### config.mk
export PLATFORM = sky130hd
export DESIGN_NAME = eth_wrapper
export DESIGN_NICKNAME = d
export VERILOG_FILES = /design/src/rtl/eth_mac_pkg.sv /design/src/rtl/eth_crc32.sv /design/src/rtl/eth_mac_csr.sv /design/src/rtl/eth_mii_rx.sv /design/src/rtl/eth_mii_tx.sv /design/src/rtl/eth_wrapper.sv
export VERILOG_INCLUDE_DIRS = /design/src /design/src/include
export SDC_FILE = /design/constraint.sdc
export NUM_CORES = 1
export LEC_CHECK = 0
export BUFFER_PORTS_ARGS = -buffer_cell sky130_fd_sc_hd__buf_2
export CELL_PAD_IN_SITES_DETAIL_PLACEMENT = 0
export CELL_PAD_IN_SITES_GLOBAL_PLACEMENT = 1
export CORE_AREA = 4 4 192 213
export DETAILED_ROUTE_END_ITERATION = 10
export DIE_AREA = 0 0 196 217
export GPL_TIMING_DRIVEN = 0
export PLACE_DENSITY_LB_ADDON = 0.12
export SETUP_SLACK_MARGIN = 0.05
export SLEW_MARGIN = 15
export SYNTH_ARGS = -nofsm -noshare
export SYNTH_HDL_FRONTEND = slang
export SYNTH_SLANG_ARGS = --single-unit
### constraint.sdc
create_clock -name clk_sys -period 7.8 [get_ports clk_sys]
set_clock_uncertainty 0.05 [all_clocks]
set_input_delay 0.78 -clock clk_sys [delete_from_list [all_inputs] [get_ports clk_sys]]
set_output_delay 0.78 -clock clk_sys [all_outputs]
set_load 0.01 [all_outputs]
### src/include/eth_mac_config.svh
`ifndef ETH_MAC_CONFIG_SVH
`define ETH_MAC_CONFIG_SVH

// stream and register port widths.
`define ETH_DATA_W      8
`define ETH_CSR_ADDR_W  5

// minimum frame length counts the FCS.
`define ETH_MIN_FRAME   64
`define ETH_IFG_DEFAULT 12

// register byte offsets.
`define ETH_REG_CTRL         5'h00
`define ETH_REG_TX_GOOD      5'h04
`define ETH_REG_TX_UNDERFLOW 5'h08
`define ETH_REG_RX_GOOD      5'h0C
`define ETH_REG_RX_BAD_FCS   5'h10
`define ETH_REG_RX_OVERFLOW  5'h14

// crc of a good frame with its FCS, in normal bit order.
`define ETH_CRC_RESIDUE 32'hC704DD7B

`endif

### src/rtl/eth_mac_pkg.sv
package eth_mac_pkg;

    // one MII nibble with its strobes.
    typedef struct packed {
        logic [3:0] d;
        logic       en;
        logic       er;
    } mii_nib_t;

    typedef struct packed {
        logic [15:0] rsvd_hi;
        logic [7:0]  ifg;
        logic [4:0]  rsvd_lo;
        logic        phy_rstn;
        logic        rx_en;
        logic        tx_en;
    } eth_ctrl_fields_t;

    // written as a word by the CSR block, read by field in the datapaths.
    typedef union packed {
        logic [31:0]      raw;
        eth_ctrl_fields_t f;
    } eth_ctrl_u;

    // single-cycle event pulses into the counters.
    typedef struct packed {
        logic tx_good;
        logic tx_underflow;
        logic rx_good;
        logic rx_bad_fcs;
        logic rx_overflow;
    } eth_stat_pulses_t;

endpackage

### src/rtl/eth_crc32.sv
`timescale 1ns/1ps
`include "eth_mac_config.svh"

module eth_crc32 (
    input  logic                   clk_sys,
    input  logic                   rst_n,
    input  logic                   clear,
    input  logic                   en,
    input  logic [`ETH_DATA_W-1:0] data,
    output logic [31:0]            crc
);

    // 0x04C11DB7 in reflected bit order.
    localparam logic [31:0] POLY_REFL = 32'hEDB8_8320;

    logic [31:0] state;
    logic [31:0] seed;
    logic [31:0] next;

    // clear together with en starts a new frame with this byte.
    always_comb begin
        seed = clear ? 32'hFFFF_FFFF : state;
        next = seed ^ 32'(data);
        for (int i = 0; i < `ETH_DATA_W; i++) begin
            next = next[0] ? ((next >> 1) ^ POLY_REFL) : (next >> 1);
        end
    end

    always_ff @(posedge clk_sys) begin
        if (!rst_n) begin
            state <= 32'hFFFF_FFFF;
        end else if (en) begin
            state <= next;
        end else if (clear) begin
            state <= 32'hFFFF_FFFF;
        end
    end

    // normal bit order.
    assign crc = {<<{state}};

endmodule

### src/rtl/eth_mac_csr.sv
`timescale 1ns/1ps
`include "eth_mac_config.svh"

module eth_mac_csr (
    input  logic                          clk_sys,
    input  logic                          rst_n,
    input  logic                          cpuif_req,
    input  logic                          cpuif_req_is_wr,
    input  logic [`ETH_CSR_ADDR_W-1:0]    cpuif_addr,
    input  logic [31:0]                   cpuif_wr_data,
    input  logic [31:0]                   cpuif_wr_biten,
    output logic                          cpuif_rd_ack,
    output logic                          cpuif_rd_err,
    output logic [31:0]                   cpuif_rd_data,
    output logic                          cpuif_wr_ack,
    output logic                          cpuif_wr_err,
    input  eth_mac_pkg::eth_stat_pulses_t stats,
    output eth_mac_pkg::eth_ctrl_u        ctrl
);

    localparam logic [31:0] CTRL_RESET = {16'h0000, 8'(`ETH_IFG_DEFAULT), 8'h00};

    logic [5:0]       sel;
    logic             hit;
    logic             wr_req;
    logic             rd_req;
    logic [4:0]       inc;
    logic [4:0][31:0] count;
    logic [31:0]      rd_mux;

    // sel[0] is the control word, sel[5:1] the counters in address order.
    always_comb begin
        sel = 6'b000000;
        case (cpuif_addr)
            `ETH_REG_CTRL:         sel[0] = 1'b1;
            `ETH_REG_TX_GOOD:      sel[1] = 1'b1;
            `ETH_REG_TX_UNDERFLOW: sel[2] = 1'b1;
            `ETH_REG_RX_GOOD:      sel[3] = 1'b1;
            `ETH_REG_RX_BAD_FCS:   sel[4] = 1'b1;
            `ETH_REG_RX_OVERFLOW:  sel[5] = 1'b1;
            default:               sel    = 6'b000000;
        endcase
    end

    assign hit    = |sel;
    assign wr_req = cpuif_req && cpuif_req_is_wr;
    assign rd_req = cpuif_req && !cpuif_req_is_wr;
    assign inc    = {stats.rx_overflow, stats.rx_bad_fcs, stats.rx_good,
                     stats.tx_underflow, stats.tx_good};

    // unmapped addresses read as zero.
    always_comb begin
        rd_mux = sel[0] ? ctrl.raw : 32'h0;
        for (int i = 0; i < 5; i++) begin
            if (sel[i+1]) begin
                rd_mux = count[i];
            end
        end
    end

    always_ff @(posedge clk_sys) begin
        if (!rst_n) begin
            ctrl.raw      <= CTRL_RESET;
            count         <= '0;
            cpuif_rd_ack  <= 1'b0;
            cpuif_rd_err  <= 1'b0;
            cpuif_rd_data <= 32'h0;
            cpuif_wr_ack  <= 1'b0;
            cpuif_wr_err  <= 1'b0;
        end else begin
            cpuif_wr_ack  <= wr_req;
            cpuif_wr_err  <= wr_req && !hit;
            cpuif_rd_ack  <= rd_req;
            cpuif_rd_err  <= rd_req && !hit;
            cpuif_rd_data <= rd_req ? rd_mux : 32'h0;
            if (wr_req && sel[0]) begin
                ctrl.raw <= (ctrl.raw & ~cpuif_wr_biten) | (cpuif_wr_data & cpuif_wr_biten);
            end
            // a write clears the counter whatever the data.
            for (int i = 0; i < 5; i++) begin
                if (wr_req && sel[i+1]) begin
                    count[i] <= 32'h0;
                end else if (inc[i]) begin
                    count[i] <= count[i] + 32'h1;
                end
            end
        end
    end

endmodule

### src/rtl/eth_mii_rx.sv
`timescale 1ns/1ps
`include "eth_mac_config.svh"

module eth_mii_rx (
    input  logic                   clk_sys,
    input  logic                   rst_n,
    input  eth_mac_pkg::eth_ctrl_u ctrl,
    input  eth_mac_pkg::mii_nib_t  mii_rx,
    output logic [`ETH_DATA_W-1:0] rx_tdata,
    output logic                   rx_tvalid,
    input  logic                   rx_tready,
    output logic                   rx_tlast,
    output logic                   rx_tuser,
    output logic                   rx_good,
    output logic                   rx_bad_fcs,
    output logic                   rx_overflow
);

    logic                        in_frame;
    logic                        phase;
    logic [3:0]                  lo_nib;
    logic [`ETH_DATA_W-1:0]      new_byte;
    logic [3:0][`ETH_DATA_W-1:0] dl;
    logic [2:0]                  dl_cnt;
    logic [`ETH_DATA_W-1:0]      pend;
    logic                        pend_vld;
    logic                        er_seen;
    logic                        ovf_seen;
    logic [31:0]                 crc;
    logic                        sfd;
    logic                        byte_done;
    logic                        frame_end;
    logic                        offer;
    logic                        drop;
    logic                        bad;

    // preamble nibbles are 5, so the first D is the high half of the SFD.
    assign sfd       = !in_frame && ctrl.f.rx_en && mii_rx.en && mii_rx.d == 4'hD;
    assign byte_done = in_frame && mii_rx.en && phase;
    assign frame_end = in_frame && !mii_rx.en;
    assign new_byte  = {mii_rx.d, lo_nib};

    // pend has four newer bytes behind it, so it is never FCS.
    assign offer = pend_vld && ((byte_done && dl_cnt == 3'd4) || frame_end);
    assign drop  = offer && rx_tvalid && !rx_tready;
    assign bad   = er_seen || ovf_seen || drop || phase || crc != `ETH_CRC_RESIDUE;

    eth_crc32 u_crc (
        .clk_sys (clk_sys),
        .rst_n   (rst_n),
        .clear   (sfd),
        .en      (byte_done),
        .data    (new_byte),
        .crc     (crc)
    );

    always_ff @(posedge clk_sys) begin
        if (!rst_n) begin
            in_frame    <= 1'b0;
            phase       <= 1'b0;
            dl_cnt      <= 3'd0;
            pend_vld    <= 1'b0;
            er_seen     <= 1'b0;
            ovf_seen    <= 1'b0;
            rx_tvalid   <= 1'b0;
            rx_tlast    <= 1'b0;
            rx_tuser    <= 1'b0;
            rx_good     <= 1'b0;
            rx_bad_fcs  <= 1'b0;
            rx_overflow <= 1'b0;
        end else begin
            rx_good     <= 1'b0;
            rx_bad_fcs  <= 1'b0;
            // one overflow event per frame.
            rx_overflow <= drop && !ovf_seen;
            if (rx_tvalid && rx_tready) begin
                rx_tvalid <= 1'b0;
            end
            if (offer) begin
                rx_tvalid <= 1'b1;
                rx_tlast  <= frame_end;
                rx_tuser  <= frame_end && bad;
            end
            if (sfd) begin
                in_frame <= 1'b1;
                phase    <= 1'b0;
                dl_cnt   <= 3'd0;
                pend_vld <= 1'b0;
                er_seen  <= 1'b0;
                ovf_seen <= 1'b0;
            end else if (frame_end) begin
                in_frame   <= 1'b0;
                rx_good    <= !bad;
                rx_bad_fcs <= bad;
            end else if (in_frame) begin
                phase    <= !phase;
                er_seen  <= er_seen || mii_rx.er;
                ovf_seen <= ovf_seen || drop;
                if (byte_done && dl_cnt != 3'd4) begin
                    dl_cnt <= dl_cnt + 3'd1;
                end else if (byte_done) begin
                    pend_vld <= 1'b1;
                end
            end
        end
    end

    always_ff @(posedge clk_sys) begin
        if (in_frame && mii_rx.en && !phase) begin
            lo_nib <= mii_rx.d;
        end
        if (byte_done) begin
            dl   <= {dl[2:0], new_byte};
            pend <= dl[3];
        end
        if (offer) begin
            rx_tdata <= pend;
        end
    end

endmodule

### src/rtl/eth_mii_tx.sv
`timescale 1ns/1ps
`include "eth_mac_config.svh"

module eth_mii_tx (
    input  logic                   clk_sys,
    input  logic                   rst_n,
    input  eth_mac_pkg::eth_ctrl_u ctrl,
    input  logic [`ETH_DATA_W-1:0] tx_tdata,
    input  logic                   tx_tvalid,
    output logic                   tx_tready,
    input  logic                   tx_tlast,
    output eth_mac_pkg::mii_nib_t  mii_tx,
    output logic                   tx_good,
    output logic                   tx_underflow
);

    localparam logic [7:0] PAD_BYTES = 8'(`ETH_MIN_FRAME - 4);

    typedef enum logic [2:0] {
        S_IDLE,
        S_PRE,
        S_DATA,
        S_PAD,
        S_FCS,
        S_GAP,
        S_DRAIN
    } state_t;

    state_t                 state;
    logic                   phase;
    logic [7:0]             cnt;
    logic [`ETH_DATA_W-1:0] cur_byte;
    logic [`ETH_DATA_W-1:0] out_byte;
    logic                   last_q;
    logic                   err_q;
    logic [31:0]            crc;
    logic [31:0]            fcs;
    logic                   start;
    logic                   data_due;
    logic                   take;
    logic                   pad_load;
    logic                   gap_done;
    logic                   on_wire;

    assign start    = ctrl.f.tx_en && tx_tvalid;
    assign data_due = phase && ((state == S_PRE && cnt == 8'd7) ||
                                (state == S_DATA && !last_q));
    assign take     = data_due && tx_tvalid;
    assign pad_load = phase && cnt < PAD_BYTES &&
                      ((state == S_DATA && last_q) || state == S_PAD);
    assign gap_done = phase && ({1'b0, cnt} + 9'd1 >= {1'b0, ctrl.f.ifg});
    assign on_wire  = state inside {S_PRE, S_DATA, S_PAD, S_FCS};

    // FCS goes out complemented, low byte first.
    assign fcs      = ~{<<{crc}};
    assign out_byte = (state == S_FCS) ? fcs[{cnt[1:0], 3'b000} +: 8] : cur_byte;

    assign tx_tready    = data_due || state == S_DRAIN;
    assign tx_underflow = err_q;

    always_comb begin
        mii_tx.d  = on_wire ? (phase ? out_byte[7:4] : out_byte[3:0]) : 4'h0;
        mii_tx.en = on_wire || err_q;
        mii_tx.er = err_q;
    end

    eth_crc32 u_crc (
        .clk_sys (clk_sys),
        .rst_n   (rst_n),
        .clear   (state == S_PRE),
        .en      (take || pad_load),
        .data    (take ? tx_tdata : 8'h00),
        .crc     (crc)
    );

    always_ff @(posedge clk_sys) begin
        if (!rst_n) begin
            state   <= S_IDLE;
            phase   <= 1'b0;
            cnt     <= 8'd0;
            last_q  <= 1'b0;
            err_q   <= 1'b0;
            tx_good <= 1'b0;
        end else begin
            phase   <= !phase;
            err_q   <= 1'b0;
            tx_good <= 1'b0;
            case (state)
                S_IDLE: begin
                    phase <= 1'b0;
                    cnt   <= 8'd0;
                    if (start) begin
                        state <= S_PRE;
                    end
                end
                S_PRE: begin
                    if (phase && cnt != 8'd7) begin
                        cnt <= cnt + 8'd1;
                    end else if (take) begin
                        state  <= S_DATA;
                        cnt    <= 8'd1;
                        last_q <= tx_tlast;
                    end else if (data_due) begin
                        state <= S_DRAIN;
                        err_q <= 1'b1;
                    end
                end
                S_DATA: begin
                    if (take) begin
                        // count saturates once padding can no longer apply.
                        cnt    <= (cnt < PAD_BYTES) ? cnt + 8'd1 : cnt;
                        last_q <= tx_tlast;
                    end else if (data_due) begin
                        state <= S_DRAIN;
                        err_q <= 1'b1;
                    end else if (pad_load) begin
                        state <= S_PAD;
                        cnt   <= cnt + 8'd1;
                    end else if (phase) begin
                        state <= S_FCS;
                        cnt   <= 8'd0;
                    end
                end
                S_PAD: begin
                    if (pad_load) begin
                        cnt <= cnt + 8'd1;
                    end else if (phase) begin
                        state <= S_FCS;
                        cnt   <= 8'd0;
                    end
                end
                S_FCS: begin
                    if (phase && cnt == 8'd3) begin
                        state   <= S_GAP;
                        cnt     <= 8'd0;
                        tx_good <= 1'b1;
                    end else if (phase) begin
                        cnt <= cnt + 8'd1;
                    end
                end
                S_GAP: begin
                    if (gap_done) begin
                        cnt   <= 8'd0;
                        state <= start ? S_PRE : S_IDLE;
                    end else if (phase) begin
                        cnt <= cnt + 8'd1;
                    end
                end
                default: begin
                    // discard the rest of an underflowed frame.
                    phase <= 1'b0;
                    if (tx_tvalid && tx_tlast) begin
                        state <= S_GAP;
                        cnt   <= 8'd0;
                    end
                end
            endcase
        end
    end

    always_ff @(posedge clk_sys) begin
        if (take) begin
            cur_byte <= tx_tdata;
        end else if (pad_load) begin
            cur_byte <= 8'h00;
        end else if (state == S_PRE && phase && cnt == 8'd6) begin
            cur_byte <= 8'hD5;
        end else if (state inside {S_IDLE, S_GAP}) begin
            cur_byte <= 8'h55;
        end
    end

endmodule

### src/rtl/eth_wrapper.sv
`timescale 1ns/1ps
`include "eth_mac_config.svh"

module eth_wrapper (
    input  logic                       clk_sys,
    input  logic                       rst_n,

    input  logic [`ETH_DATA_W-1:0]     tx_tdata,
    input  logic                       tx_tvalid,
    output logic                       tx_tready,
    input  logic                       tx_tlast,

    output logic [`ETH_DATA_W-1:0]     rx_tdata,
    output logic                       rx_tvalid,
    input  logic                       rx_tready,
    output logic                       rx_tlast,
    output logic                       rx_tuser,

    output eth_mac_pkg::mii_nib_t      mii_tx,
    input  eth_mac_pkg::mii_nib_t      mii_rx,
    output logic                       phy_rstn,

    input  logic                       cpuif_req,
    input  logic                       cpuif_req_is_wr,
    input  logic [`ETH_CSR_ADDR_W-1:0] cpuif_addr,
    input  logic [31:0]                cpuif_wr_data,
    input  logic [31:0]                cpuif_wr_biten,
    output logic                       cpuif_rd_ack,
    output logic                       cpuif_rd_err,
    output logic [31:0]                cpuif_rd_data,
    output logic                       cpuif_wr_ack,
    output logic                       cpuif_wr_err
);

    import eth_mac_pkg::*;

    eth_ctrl_u        ctrl;
    eth_stat_pulses_t stats;

    eth_mac_csr u_csr (
        .clk_sys         (clk_sys),
        .rst_n           (rst_n),
        .cpuif_req       (cpuif_req),
        .cpuif_req_is_wr (cpuif_req_is_wr),
        .cpuif_addr      (cpuif_addr),
        .cpuif_wr_data   (cpuif_wr_data),
        .cpuif_wr_biten  (cpuif_wr_biten),
        .cpuif_rd_ack    (cpuif_rd_ack),
        .cpuif_rd_err    (cpuif_rd_err),
        .cpuif_rd_data   (cpuif_rd_data),
        .cpuif_wr_ack    (cpuif_wr_ack),
        .cpuif_wr_err    (cpuif_wr_err),
        .stats           (stats),
        .ctrl            (ctrl)
    );

    assign phy_rstn = ctrl.f.phy_rstn;

    eth_mii_tx u_tx (
        .clk_sys      (clk_sys),
        .rst_n        (rst_n),
        .ctrl         (ctrl),
        .tx_tdata     (tx_tdata),
        .tx_tvalid    (tx_tvalid),
        .tx_tready    (tx_tready),
        .tx_tlast     (tx_tlast),
        .mii_tx       (mii_tx),
        .tx_good      (stats.tx_good),
        .tx_underflow (stats.tx_underflow)
    );

    eth_mii_rx u_rx (
        .clk_sys     (clk_sys),
        .rst_n       (rst_n),
        .ctrl        (ctrl),
        .mii_rx      (mii_rx),
        .rx_tdata    (rx_tdata),
        .rx_tvalid   (rx_tvalid),
        .rx_tready   (rx_tready),
        .rx_tlast    (rx_tlast),
        .rx_tuser    (rx_tuser),
        .rx_good     (stats.rx_good),
        .rx_bad_fcs  (stats.rx_bad_fcs),
        .rx_overflow (stats.rx_overflow)
    );

endmodule

; ---- Word level (Yosys, flattened, before mapping)
; Index checks and enable logic that the tools add are counted.
[op_classes]
n_bitwise = 26
mul = 0
muxes = 78
n_lt_le_gt_ge = 2
div_mod_pow = 0
shifts = 1
addsub = 8
reduce_logical = 88
eq_ne = 29
[ops]
columns = operator, count
row1 = $mux 32, 26
row2 = $not 13->14, 16
row3 = $add 32x1->32 const B, 5
row4 = $mux 8, 17
row5 = $and 32x32->32, 2
row6 = $not 32->32, 2
row7 = $xor 32x8->32, 2
row8 = $pmux 8 s6, 1
row9 = $logic_and 1x1->1, 39
row10 = $mux 3, 12
row11 = $ne 32x32->1 const B, 1
row12 = $or 32x32->32, 1
row13 = $shiftx 32x6->8, 1
row14 = $pmux 3 s6, 1
row15 = $mux 1, 17
row16 = $eq 8x3->1 const B, 2
row17 = $eq 3x3->1 const B, 4
row18 = $logic_or 1x1->1, 12
row19 = $reduce_or 2->1, 6
row20 = $eq 5x4->1 const B, 2
row21 = $eq 5x5->1 const B, 2
row22 = $logic_not 1->1, 10
row23 = $reduce_and 2->1, 5
row24 = $add 8x1->9 const B, 1
row25 = 28 further kinds, 45
[word_totals]
memories = 0
ramBits = 0
inputBits = 90
mem_bits_ro = 0
latchBits = 0
reg_bits = 381

; ---- Logic depth before layout (Yosys ltp)
; Gate-level depths: netlist (run 1).
[depth]
word_depth = 24
mapped_depth = 11
ltp_nobuf = 10

; ---- Hierarchy
; From an unflattened synthesis (run 1), not the netlist that was laid out.
[hier_totals]
cells_unflattened = 2366
hier_area_um2 = 20886.3
[by_module_without_submodules]
columns = mod, cells_each, n_inst, area_per_inst_um2, seq_area_each_um2
row1 = eth_mac_csr, 1352, 1, 11360.9, 4564.4
row2 = eth_crc32, 303, 2, 2491.1, 640.6
row3 = eth_mii_tx, 279, 1, 2301.0, 540.5
row4 = eth_mii_rx, 129, 1, 2242.2, 1841.8

; ---- Worst setup path after synthesis (run 1)
; No wires, ideal clock.
[synth_path]
kind = input port to flip-flop
from = input port mii_rx[1] in the netlist's numbering
to = register u_rx.dl[0] in the netlist's numbering (enable)
n_path_buf = 2
t_required_ps = 7330
arrival_ps = 2573
stages = 4
path_slack_ps = 4757
cell_sequence = clkbuf_1 nand3_1 inv_1 clkbuf_1
[synth_between]
elab_chain_len = 2
[synth_lines]
columns = element, line
row1 = "start, declared", eth_wrapper.sv:20  ; input eth_mac_pkg::mii_nib_t mii_rx,
row2 = $logic_and 1x1->1 (2 in series), eth_mii_rx.sv:39  ; assign byte_done = in_frame && mii_rx.en && phase;
row3 = named net u_rx.byte_done, eth_mii_rx.sv:31  ; logic byte_done;
row4 = "end signal, assigned", eth_mii_rx.sv:113  ; dl <= {dl[2:0], new_byte};
row5 = "end, declared", eth_mii_rx.sv:23  ; logic [3:0][`ETH_DATA_W-1:0] dl;
; The timed path passes the listed nets, and every way through them passes these cells.
; A chain may end at the register's enable or synchronous reset.

==> flow_metrics.tcl, run 1 <==
set metrics [dict create \
    synth_cell_types 79 \
    min_period_ns 4.010 \
    p_int_w 0.003235 \
    drive_above_1_share_pct 10.62 \
    min_path_type "reg -> reg" \
    clkTransAtPathRegs_ns 0.06 \
    grt_pass1_wl_um 88430 \
    antenna_found_initial 0 \
    seqPwrFrac_pct 47.2 \
    p_leak_nw 7.765 \
    gp_congestion 0.9142 \
    fin_hold_ws_ns 0.3603 \
    crit_arrival_ns 3.18 \
    rows 76 \
    power.density_mw_per_mm2 193.4 \
    start_util_pct 49.46 \
    cts_resized 0 \
    hold_start "u_rx.dl[1]$_DFFE_PP_" \
    root_buffer "clkbuf_16" \
    tns_ns 0 \
    layout_commonest_cell "dfxtp_1" \
    fp.dieH_um 217 \
    worstPathMaxFanout 10 \
    r2r-start "u_tx.cnt[0]$_SDFFE_PN0P_" \
    io_pins 145 \
    dieWidth_um 196 \
    core_mm2 0.03880 \
    cts_setup_buffers 0 \
    rr_endpoint "u_tx.cur_byte[0]$_DFFE_PP_" \
    cts_buffer_depth 3 \
    switchingPower_w 0.0009985 \
    routed_wl_um 56440 \
    portBuffers 134 \
    synthXorXnorAreaFrac_pct 16.16 \
    stdcell_count 2909 \
    dp_hpwl_um 42430 \
    ctsHoldBuffers 0 \
    pwr-share-comb_pct 5.8 \
    clkLatencyLatePin_ns 0.57 \
    min_period_over_period_pct 51.41 \
    synth_compound_area_share_pct 14.24 \
    fillCellCount 3631 \
    cts_tree "built" \
    multiInputGateArea_mm2 0.01028 \
    setup_viol_count_final 0 \
    final_cell_mix "321 x dfxtp_1, 288 x nor2_1, 261 x nand2_1" \
    numCtsBuffers 42 \
    maxSlewHeadroom_pct 26.37 \
    final_nets 2477 \
    cp-start-kind "flip-flop" \
    outcome "complete, no violations" \
    wire_per_inst_um 19.40 \
    hold_depth 0 \
    dr.pass1.iters 6 \
    synth_area_per_cell_um2 8.766 \
    grt_overflow_total 0 \
    dieArea_mm2 0.04253 \
    ys.warnings.count 0 \
    worst_slew_pin_slew_ns 1.097 \
    hold_violations 0 \
    ys_seq_elements 381 \
    p_clk_share_pct 46.9 \
    synth_top_family_by_area "simple AND/OR/NAND/NOR gates" \
    synth-adder-area-share_pct 1.174 \
    seqCellArea_mm2 0.008228 \
    cp-end-kind "primary output" \
    grt_max_degree 37 \
    power_w 0.004233 \
    async_flop_share_pct 0 \
    area_delta_synth_final_pct 14.08 \
    critPathKind "reg -> out" \
    ff2ff_path_depth 8 \
    r2r_slack_ns 4.00 \
    drtIter0Drc 1145 \
    grt_use_total_pct 26.05 \
    netlist_area_mm2 0.01919 \
    clock_sinks 381 \
    grt_pass1_vias 15910 \
    maxCapViolCount 0 \
    synth_edf_count 60 \
    drc 0 \
    vias_per_cell 5.647 \
    num_vias 16430 \
    synthFlopType "dfxtp_1" \
    seq_area_frac_synth_pct 42.88 \
    rsz0062_at_grt "false" \
    required_ns 6.97 \
    dp_cells 2832 \
    maxSlewViolCount 0 \
    vdd_drop_max_v 0.0001771 \
    synthMuxAreaShare_pct 1.369 \
    yosys.area_share.simple_pct 20.62 \
    drt.antenna.violating_nets 0 \
    netlist_instances 2189 \
    fmax_ghz 0.2494 \
    min_delay_worst_endpoint "u_rx.dl[9]$_DFFE_PP_" \
    htree_num_levels 2 \
    syn_nets 2297 \
    swShare_pct 23.59 \
]
per-layer routing:
layer	up-vias	part of all wire [%]	GRT usage (%)
met1	7856	42	32.41
met5	-	0	0
met3	136	4.9	3.809
met2	449	49	44.97
met4	0	4.6	11.55
li1	7985	-	-
critical path, cell delays in order (launching register included):
cell      delay (ns)
dfxtp_1         0.68
clkbuf_1        0.72
mux4_2          0.61
nor2_1          0.11
a21oi_1         0.05
a21oi_1         0.26
buf_2           0.18
layout make-up:
type	instances	share of cell area, %
antenna	1	0.01143
buffer	138	2.560
clock buffer	61	5.590
clock inverter	15	0.6230
inverter	33	0.5658
multi-input combinational	1637	46.98
sequential	381	37.58
tap	507	2.898
timing repair buffer	136	3.189
cell usage after synthesis (all sizes together), types with 33 or more instances:
| master | number | area (um^2) |
|---|---|---|
| nand4 | 39 | 244.0 |
| a21boi | 37 | 285.3 |
| inv | 33 | 123.9 |
| nand3 | 99 | 500.5 |
| nand2 | 262 | 991.0 |
| dfxtp | 321 | 6426 |
| buf | 34 | 168.9 |
| edfxtp | 60 | 1802 |
| a221oi | 62 | 543.0 |
| xor2 | 165 | 1460 |
| nor2 | 289 | 1092 |
| o21ai | 96 | 480.5 |
| a21oi | 85 | 444.2 |
| xnor2 | 176 | 1549 |
| clkbuf | 104 | 390.4 |
worst max path at each step:
stage | end | from | cells past startpoint
after floorplan | u_rx.dl[0]$_DFFE_PP_ | mii_rx[1] | 4
after global placement | u_csr.count[131]$_SDFFE_PP0P_ | cpuif_addr[1] | 6
after detailed placement | u_tx.cur_byte[0]$_DFFE_PP_ | u_tx.cnt[0]$_SDFFE_PN0P_ | 8
after CTS | mii_tx[4] | u_tx.cnt[0]$_SDFFE_PN0P_ | 6
after global routing | mii_tx[4] | u_tx.cnt[0]$_SDFFE_PN0P_ | 6
final | mii_tx[4] | u_tx.cnt[0]$_SDFFE_PN0P_ | 6
cells by family (layout without fill, tap and decap cells):
| logic type | Yosys count | after routing |
|---|---|---|
| DFF | 381 | 381 |
| xor gates and xnor gates | 345 | 345 |
| AOI/OAI and AO/OA | 400 | 400 |
| buffers and inverters | 171 | 383 |
| muxes | 16 | 16 |
| other | 0 | 1 |
| and+or+nand+nor | 858 | 858 |
| adders and majority gates | 18 | 18 |
registers in the layout, summed over array words and instances, names as in the netlist, 3 cells and up, named ones only:
name                 count
u_rx.lo_nib              4
u_tx.cnt                 8
u_rx.rx_tdata            8
u_csr.count            160
u_rx.dl_cnt              3
u_rx.pend                8
u_csr.cpuif_rd_data     32
u_tx.state               3
u_rx.dl                 32
u_rx.u_crc.state        32
u_tx.cur_byte            8
u_tx.u_crc.state        32
per-stage QoR:
step | area [um^2] | util (%) | setup slack (ns)
floorplan | 19190 | - | 4.757
global placement | 20490 | 52.83 | 3.165
detailed placement | 20530 | 52.92 | 4.010
CTS | 21890 | 56.42 | 3.744
global route | 21890 | 56.42 | 3.576
finish | 21890 | 56.43 | 3.790
power by group through the flow:
stage / combinational (W) / sequential [W] / clock [W]
global placement: 0.000246 / 0.00204 / 0
finish: 0.000247 / 0.00200 / 0.00199
CTS: 0.000247 / 0.00200 / 0.00202
global route: 0.000268 / 0.00200 / 0.00210
floorplan: 0.000144 / 0.00204 / 0
detailed placement: 0.000246 / 0.00204 / 0
Note: power is estimated with default switching activity, not from simulation.
==> run 2: changes to the inputs <==
- CORE_AREA: 4 4 192 213 -> 4 4 200 222
- DIE_AREA: 0 0 196 217 -> 0 0 204 226
- clock period: 7.8 -> 3.8 ns (I/O delays scaled with it)
==> flow_metrics.tcl, run 2 (synthesized netlist as in run 1, its figures left out) <==
set metrics [dict create \
    grt_max_degree 36 \
    regMostFlops "u_csr.count" \
    rsz0062_at_grt "false" \
    insertedDiodeCount 0 \
    drt.antenna.violating_nets 0 \
    vdd_drop_max_v 0.0002659 \
    min_period_over_period_pct 91.81 \
    setup_viol_count_final 0 \
    critPathKind "reg -> out" \
    layout_commonest_cell "dfxtp_1" \
    hold_violations 0 \
    wire_per_inst_um 19.80 \
    grt_pass1_vias 15990 \
    fmax_ghz 0.2866 \
    core_mm2 0.04201 \
    cpPeakStageDelay_ns 0.64 \
    worst_path_max_delay_cell "buf_1" \
    cp-start-kind "flip-flop" \
    maxSlewHeadroom_pct 30.01 \
    grt_use_total_pct 25.22 \
    dp_hpwl_um 43880 \
    required_ns 3.37 \
    cp_cell_sequence "buf_1 -> mux4_2 -> nor2_1 -> a21oi_1 -> a21oi_1 -> buf_2" \
    drc 0 \
    swShare_pct 23.13 \
    fp.dieH_um 226 \
    outcome "complete, no violations" \
    vias_per_cell 5.515 \
    area_delta_synth_final_pct 15.09 \
    worstPathMaxFanout 10 \
    min_path_type "in -> reg" \
    drtIter0Drc 1196 \
    worst_slew_pin_slew_ns 1.046 \
    crit_buf_inv 2 \
    power.density_mw_per_mm2 400.8 \
    fin_hold_ws_ns 0.01490 \
    min_period_ns 3.489 \
    clkLatencyLatePin_ns 0.58 \
    antenna_found_initial 0 \
    largest_reg_flops 160 \
    dieArea_mm2 0.04610 \
    crit_arrival_ns 3.06 \
    seqPwrFrac_pct 46.4 \
    p_clk_share_pct 47.7 \
    dr.pass1.iters 5 \
    final_core_util_pct 52.57 \
    grt_overflow_total 0 \
    cts_tree "built" \
    dieWidth_um 204 \
    htree_num_levels 2 \
    gp_congestion 0.9078 \
    root_buffer "clkbuf_16" \
    portBuffers 134 \
    crit_family "buffers and inverters" \
    numCtsBuffers 41 \
    drive_above_1_share_pct 10.76 \
    cts_buffer_depth 3 \
    cpMostUsedCell "a21oi_1" \
    start_util_pct 45.68 \
    clock_sinks 381 \
    final_cell_mix "320 x dfxtp_1, 288 x nor2_1, 261 x nand2_1" \
    final_nets 2484 \
    num_vias 16400 \
    routed_wl_um 58850 \
    pwr-share-comb_pct 6.0 \
    cp-end-kind "primary output" \
    p_int_w 0.006804 \
    rows 79 \
    switchingPower_w 0.002047 \
    grt_pass1_wl_um 91340 \
    p_leak_nw 7.829 \
    maxCapViolCount 0 \
    io_pins 145 \
    maxSlewViolCount 0 \
    clkTransAtPathRegs_ns 0.06 \
]
run 2: cell types whose count changed in the layout (fill, tap and decap cells not counted), moves of 2 or more:
| cell | before | now |
|---|---|---|
| clkbuf_1 | 113 | 108 |
| clkbuf_16 | 43 | 41 |
| clkinvlp_4 | 3 | 1 |
| bufinv_16 | 2 | 6 |
| buf_4 | 3 | 5 |
| inv_6 | 1 | 3 |
| dlygate4sd3_1 | 0 | 6 |
run 2: timing repair:
item / CTS / global route
endpoints found under the setup margin: 8 / 10
endpoints found under the hold margin: 9 / 0
pin swaps: 1 / 0
gates resized for setup: 0 / 3
hold buffers: 6 / 0
setup buffers: 2 / 0
run 2: tightest hold or removal path: cells and delay by family:
family / cells / cell delay, ns
buffers and inverters: 1 / 0.09
AND/OR/NAND/NOR: 2 / 0.14
run 2: path summary, 6_finish.rpt:
check                                  start                             end  slack [ns]  cells after the start
hold reg to reg         u_rx.dl[9]$_DFFE_PP_           u_rx.dl[17]$_DFFE_PP_        0.36                      0
setup / recovery    u_tx.cnt[1]$_SDFFE_PN0P_                       mii_tx[5]        0.31                      6
hold / removal            cpuif_wr_biten[10]                       flip-flop        0.01                      3
setup reg to reg  u_tx.state[0]$_SDFFE_PN0P_  u_tx.u_crc.state[4]$_SDFF_PN1_        0.37                      7
run 2: power by group through the flow:
stage	Combinational (W)	Clock [W]	Sequential, W
3_5_place_dp	0.000517	0	0.00419
6_report	0.000527	0.00422	0.00410
4_1_cts	0.000527	0.00430	0.00410
5_1_grt	0.000567	0.00450	0.00410
3_3_place_gp	0.000515	0	0.00419
2_1_floorplan	0.000296	0	0.00420
run 2: final cells by class:
| cell class | count | area (um^2) |
|---|---|---|
| Fill cell | 4025 | 19920 |
| Tap cell | 567 | 709.4 |
| Timing Repair Buffer | 144 | 773.2 |
| Multi-Input combinational cell | 1637 | 10280 |
| Buffer | 138 | 561.8 |
| Clock buffer | 54 | 1145 |
| Sequential cell | 381 | 8229 |
| Inverter | 33 | 123.9 |
| Clock inverter | 19 | 257.7 |
run 2: per-stage QoR:
stage | setup WS, ns | total power [W] | setup TNS [ns] | cells | cell area [um^2]
6_report | 0.3111 | 0.008852 | 0 | 2973 | 22080
4_1_cts | 0.08079 | 0.008935 | 0 | 2973 | 22080
2_1_floorplan | 0.8499 | 0.004492 | 0 | 2189 | 19190
3_5_place_dp | 0.003955 | 0.004711 | 0 | 2892 | 20600
3_3_place_gp | -0.5543 | 0.004709 | -18.29 | 2890 | 20570
5_1_grt | 0.1436 | 0.009170 | 0 | 2973 | 22080
run 2: routing by layer:
layer	share of wire (%)	wire (um)	track usage [%]	vias to the layer above
met5	0	0	0	-
met3	4.5	2652	3.662	117
met1	42	24920	31.28	7867
met2	49	28760	44.28	415
met4	4.3	2515	10.14	0
li1	-	-	-	7997
==> run 3: changes to the inputs <==
- PLACE_DENSITY_LB_ADDON: 0.12 -> 0.1
==> flow_metrics.tcl, run 3 (synthesized netlist as in run 1, its figures left out) <==
set metrics [dict create \
    worst_path_max_delay_cell "dfxtp_1" \
    worstPathMaxFanout 10 \
    required_ns 4.02 \
    grt_pass1_wl_um 90240 \
    min_path_type "in -> reg" \
    core_mm2 0.04201 \
    gp_congestion 0.9292 \
    r2r-start "u_tx.cnt[0]$_SDFFE_PN0P_" \
    portBuffers 134 \
    grt_pass1_vias 16080 \
    cp_cell_sequence "ha_1 -> buf_2 -> or3b_2 -> or4_4 -> buf_6 -> and3_1 -> clkbuf_1 -> o211ai_1 -> buf_4" \
    dr.pass1.iters 6 \
    cpPeakStageDelay_ns 0.68 \
    clkLatencyLatePin_ns 0.58 \
    vias_per_cell 5.512 \
    drtIter0Drc 912 \
    min_period_ns 3.545 \
    start_util_pct 45.68 \
    vdd_drop_max_v 0.0003996 \
    min_period_over_period_pct 93.28 \
    grt_use_total_pct 24.79 \
    largest_reg_flops 160 \
    maxCapViolCount 0 \
    dp_cells 2892 \
    dieWidth_um 204 \
    crit_arrival_ns 3.77 \
    final_nets 2488 \
    rsz0062_at_grt "false" \
    maxSlewHeadroom_pct 21.57 \
    fmax_ghz 0.2821 \
    root_buffer "clkbuf_16" \
    clkTransAtPathRegs_ns 0.06 \
    gr-max-usage-layer "met2" \
    final_cell_mix "321 x dfxtp_1, 288 x nor2_1, 261 x nand2_1" \
    area_delta_synth_final_pct 15.37 \
    critPathKind "reg -> reg" \
    power.density_mw_per_mm2 398.2 \
    startpoint "u_tx.cnt[0]$_SDFFE_PN0P_" \
    dieArea_mm2 0.04610 \
    outcome "complete, no violations" \
    grt_overflow_total 0 \
    tns_ns 0 \
    numCtsBuffers 43 \
    insertedDiodeCount 0 \
    p_leak_nw 7.833 \
    wire_per_inst_um 19.59 \
    stdcell_count 2980 \
    power_w 0.008815 \
    routed_wl_um 58380 \
    fp.dieH_um 226 \
    cp-start-kind "flip-flop" \
    gr-usage-met1_pct 31.27 \
    cts_tree "built" \
    num_vias 16430 \
    hold_start "cpuif_wr_data[20]" \
    setup_viol_count_final 0 \
    rows 79 \
    drt.antenna.violating_nets 0 \
    drive_above_1_share_pct 10.73 \
    htree_num_levels 2 \
    dp_hpwl_um 43760 \
    clock_sinks 381 \
    grt_max_degree 26 \
    cts_buffer_depth 3 \
    drc 0 \
    use_met2_pct 42.93 \
    hold_violations 0 \
    regMostFlops "u_csr.count" \
    cp-end-kind "flip-flop" \
    maxSlewViolCount 0 \
    grtUsageMet3_pct 3.763 \
    io_pins 145 \
    antenna_found_initial 0 \
    layout_commonest_cell "dfxtp_1" \
    worst_slew_pin_slew_ns 1.172 \
]
## run 3: changes by cell type in the layout (fill, tap and decap cells not counted), sizes merged
| cell | change |
|---|---|
| inv | -1 |
| clkbuf | +9 |
| dlygate4sd3 | +2 |
| clkinvlp | +2 |
| clkinv | -1 |
| bufinv | -4 |
## run 3: power by group
| part | switching, W | internal (W) |
|---|---|---|
| Clock | 0.00173 | 0.00246 |
| Sequential | 0.00000607 | 0.00410 |
| Combinational | 0.000348 | 0.000175 |
| Total | 0.00208 | 0.00673 |
## run 3: layout make-up
class	instances	area, um^2
fill	4034	19870
inverter	33	123.9
tap	567	709.4
clock buffer	63	1264
multi-input combinational	1637	10280
sequential	381	8228
timing repair buffer	146	800.8
buffer	138	561.8
clock inverter	15	166.4
## run 3: through the flow
step	hold WS [ns]	util, %	setup slack (ns)	area (um^2)
floorplan	0.3503	-	0.8499	19190
global placement	0.3507	48.96	-0.8095	20570
detailed placement	0.3545	49.07	-0.01454	20610
CTS	0.005533	52.70	0.06515	22140
global route	0.02097	52.70	0.09295	22140
finish	0.03659	52.70	0.2552	22140
## run 3: metal layers
layer | vias to the layer above | wire [um]
met5 | - | 0
met4 | 0 | 2358
met3 | 116 | 2712
met2 | 418 | 28400
met1 | 7895 | 24920
li1 | 7997 | -
## run 3: worst max-delay path, delay by kind of cell, from the launching register on
family	cells	cell delay, ns
compound gates	1	0.23
simple gates	3	1.17
fa+ha+maj	1	0.24
flops	1	0.68
buf+inv	4	0.88
## run 3: path summary, 6_finish.rpt
kind / depth (start not counted) / slack (ns) / endpoint
hold / removal: 3 / 0.04 / flip-flop
setup / recovery: 9 / 0.26 / u_tx.cur_byte[4]$_DFFE_PP_
setup reg to reg: 9 / 0.26 / u_tx.cur_byte[4]$_DFFE_PP_
hold reg to reg: 0 / 0.37 / u_rx.pend[3]$_DFFE_PP_
## run 3: timing repair
item | CTS | global route
resized for setup | 0 | 2
hold endpoints to repair | 9 | 0
setup buffers | 2 | 0
pin swaps | 1 | 0
hold buffers | 8 | 0
setup endpoints to repair | 8 | 8
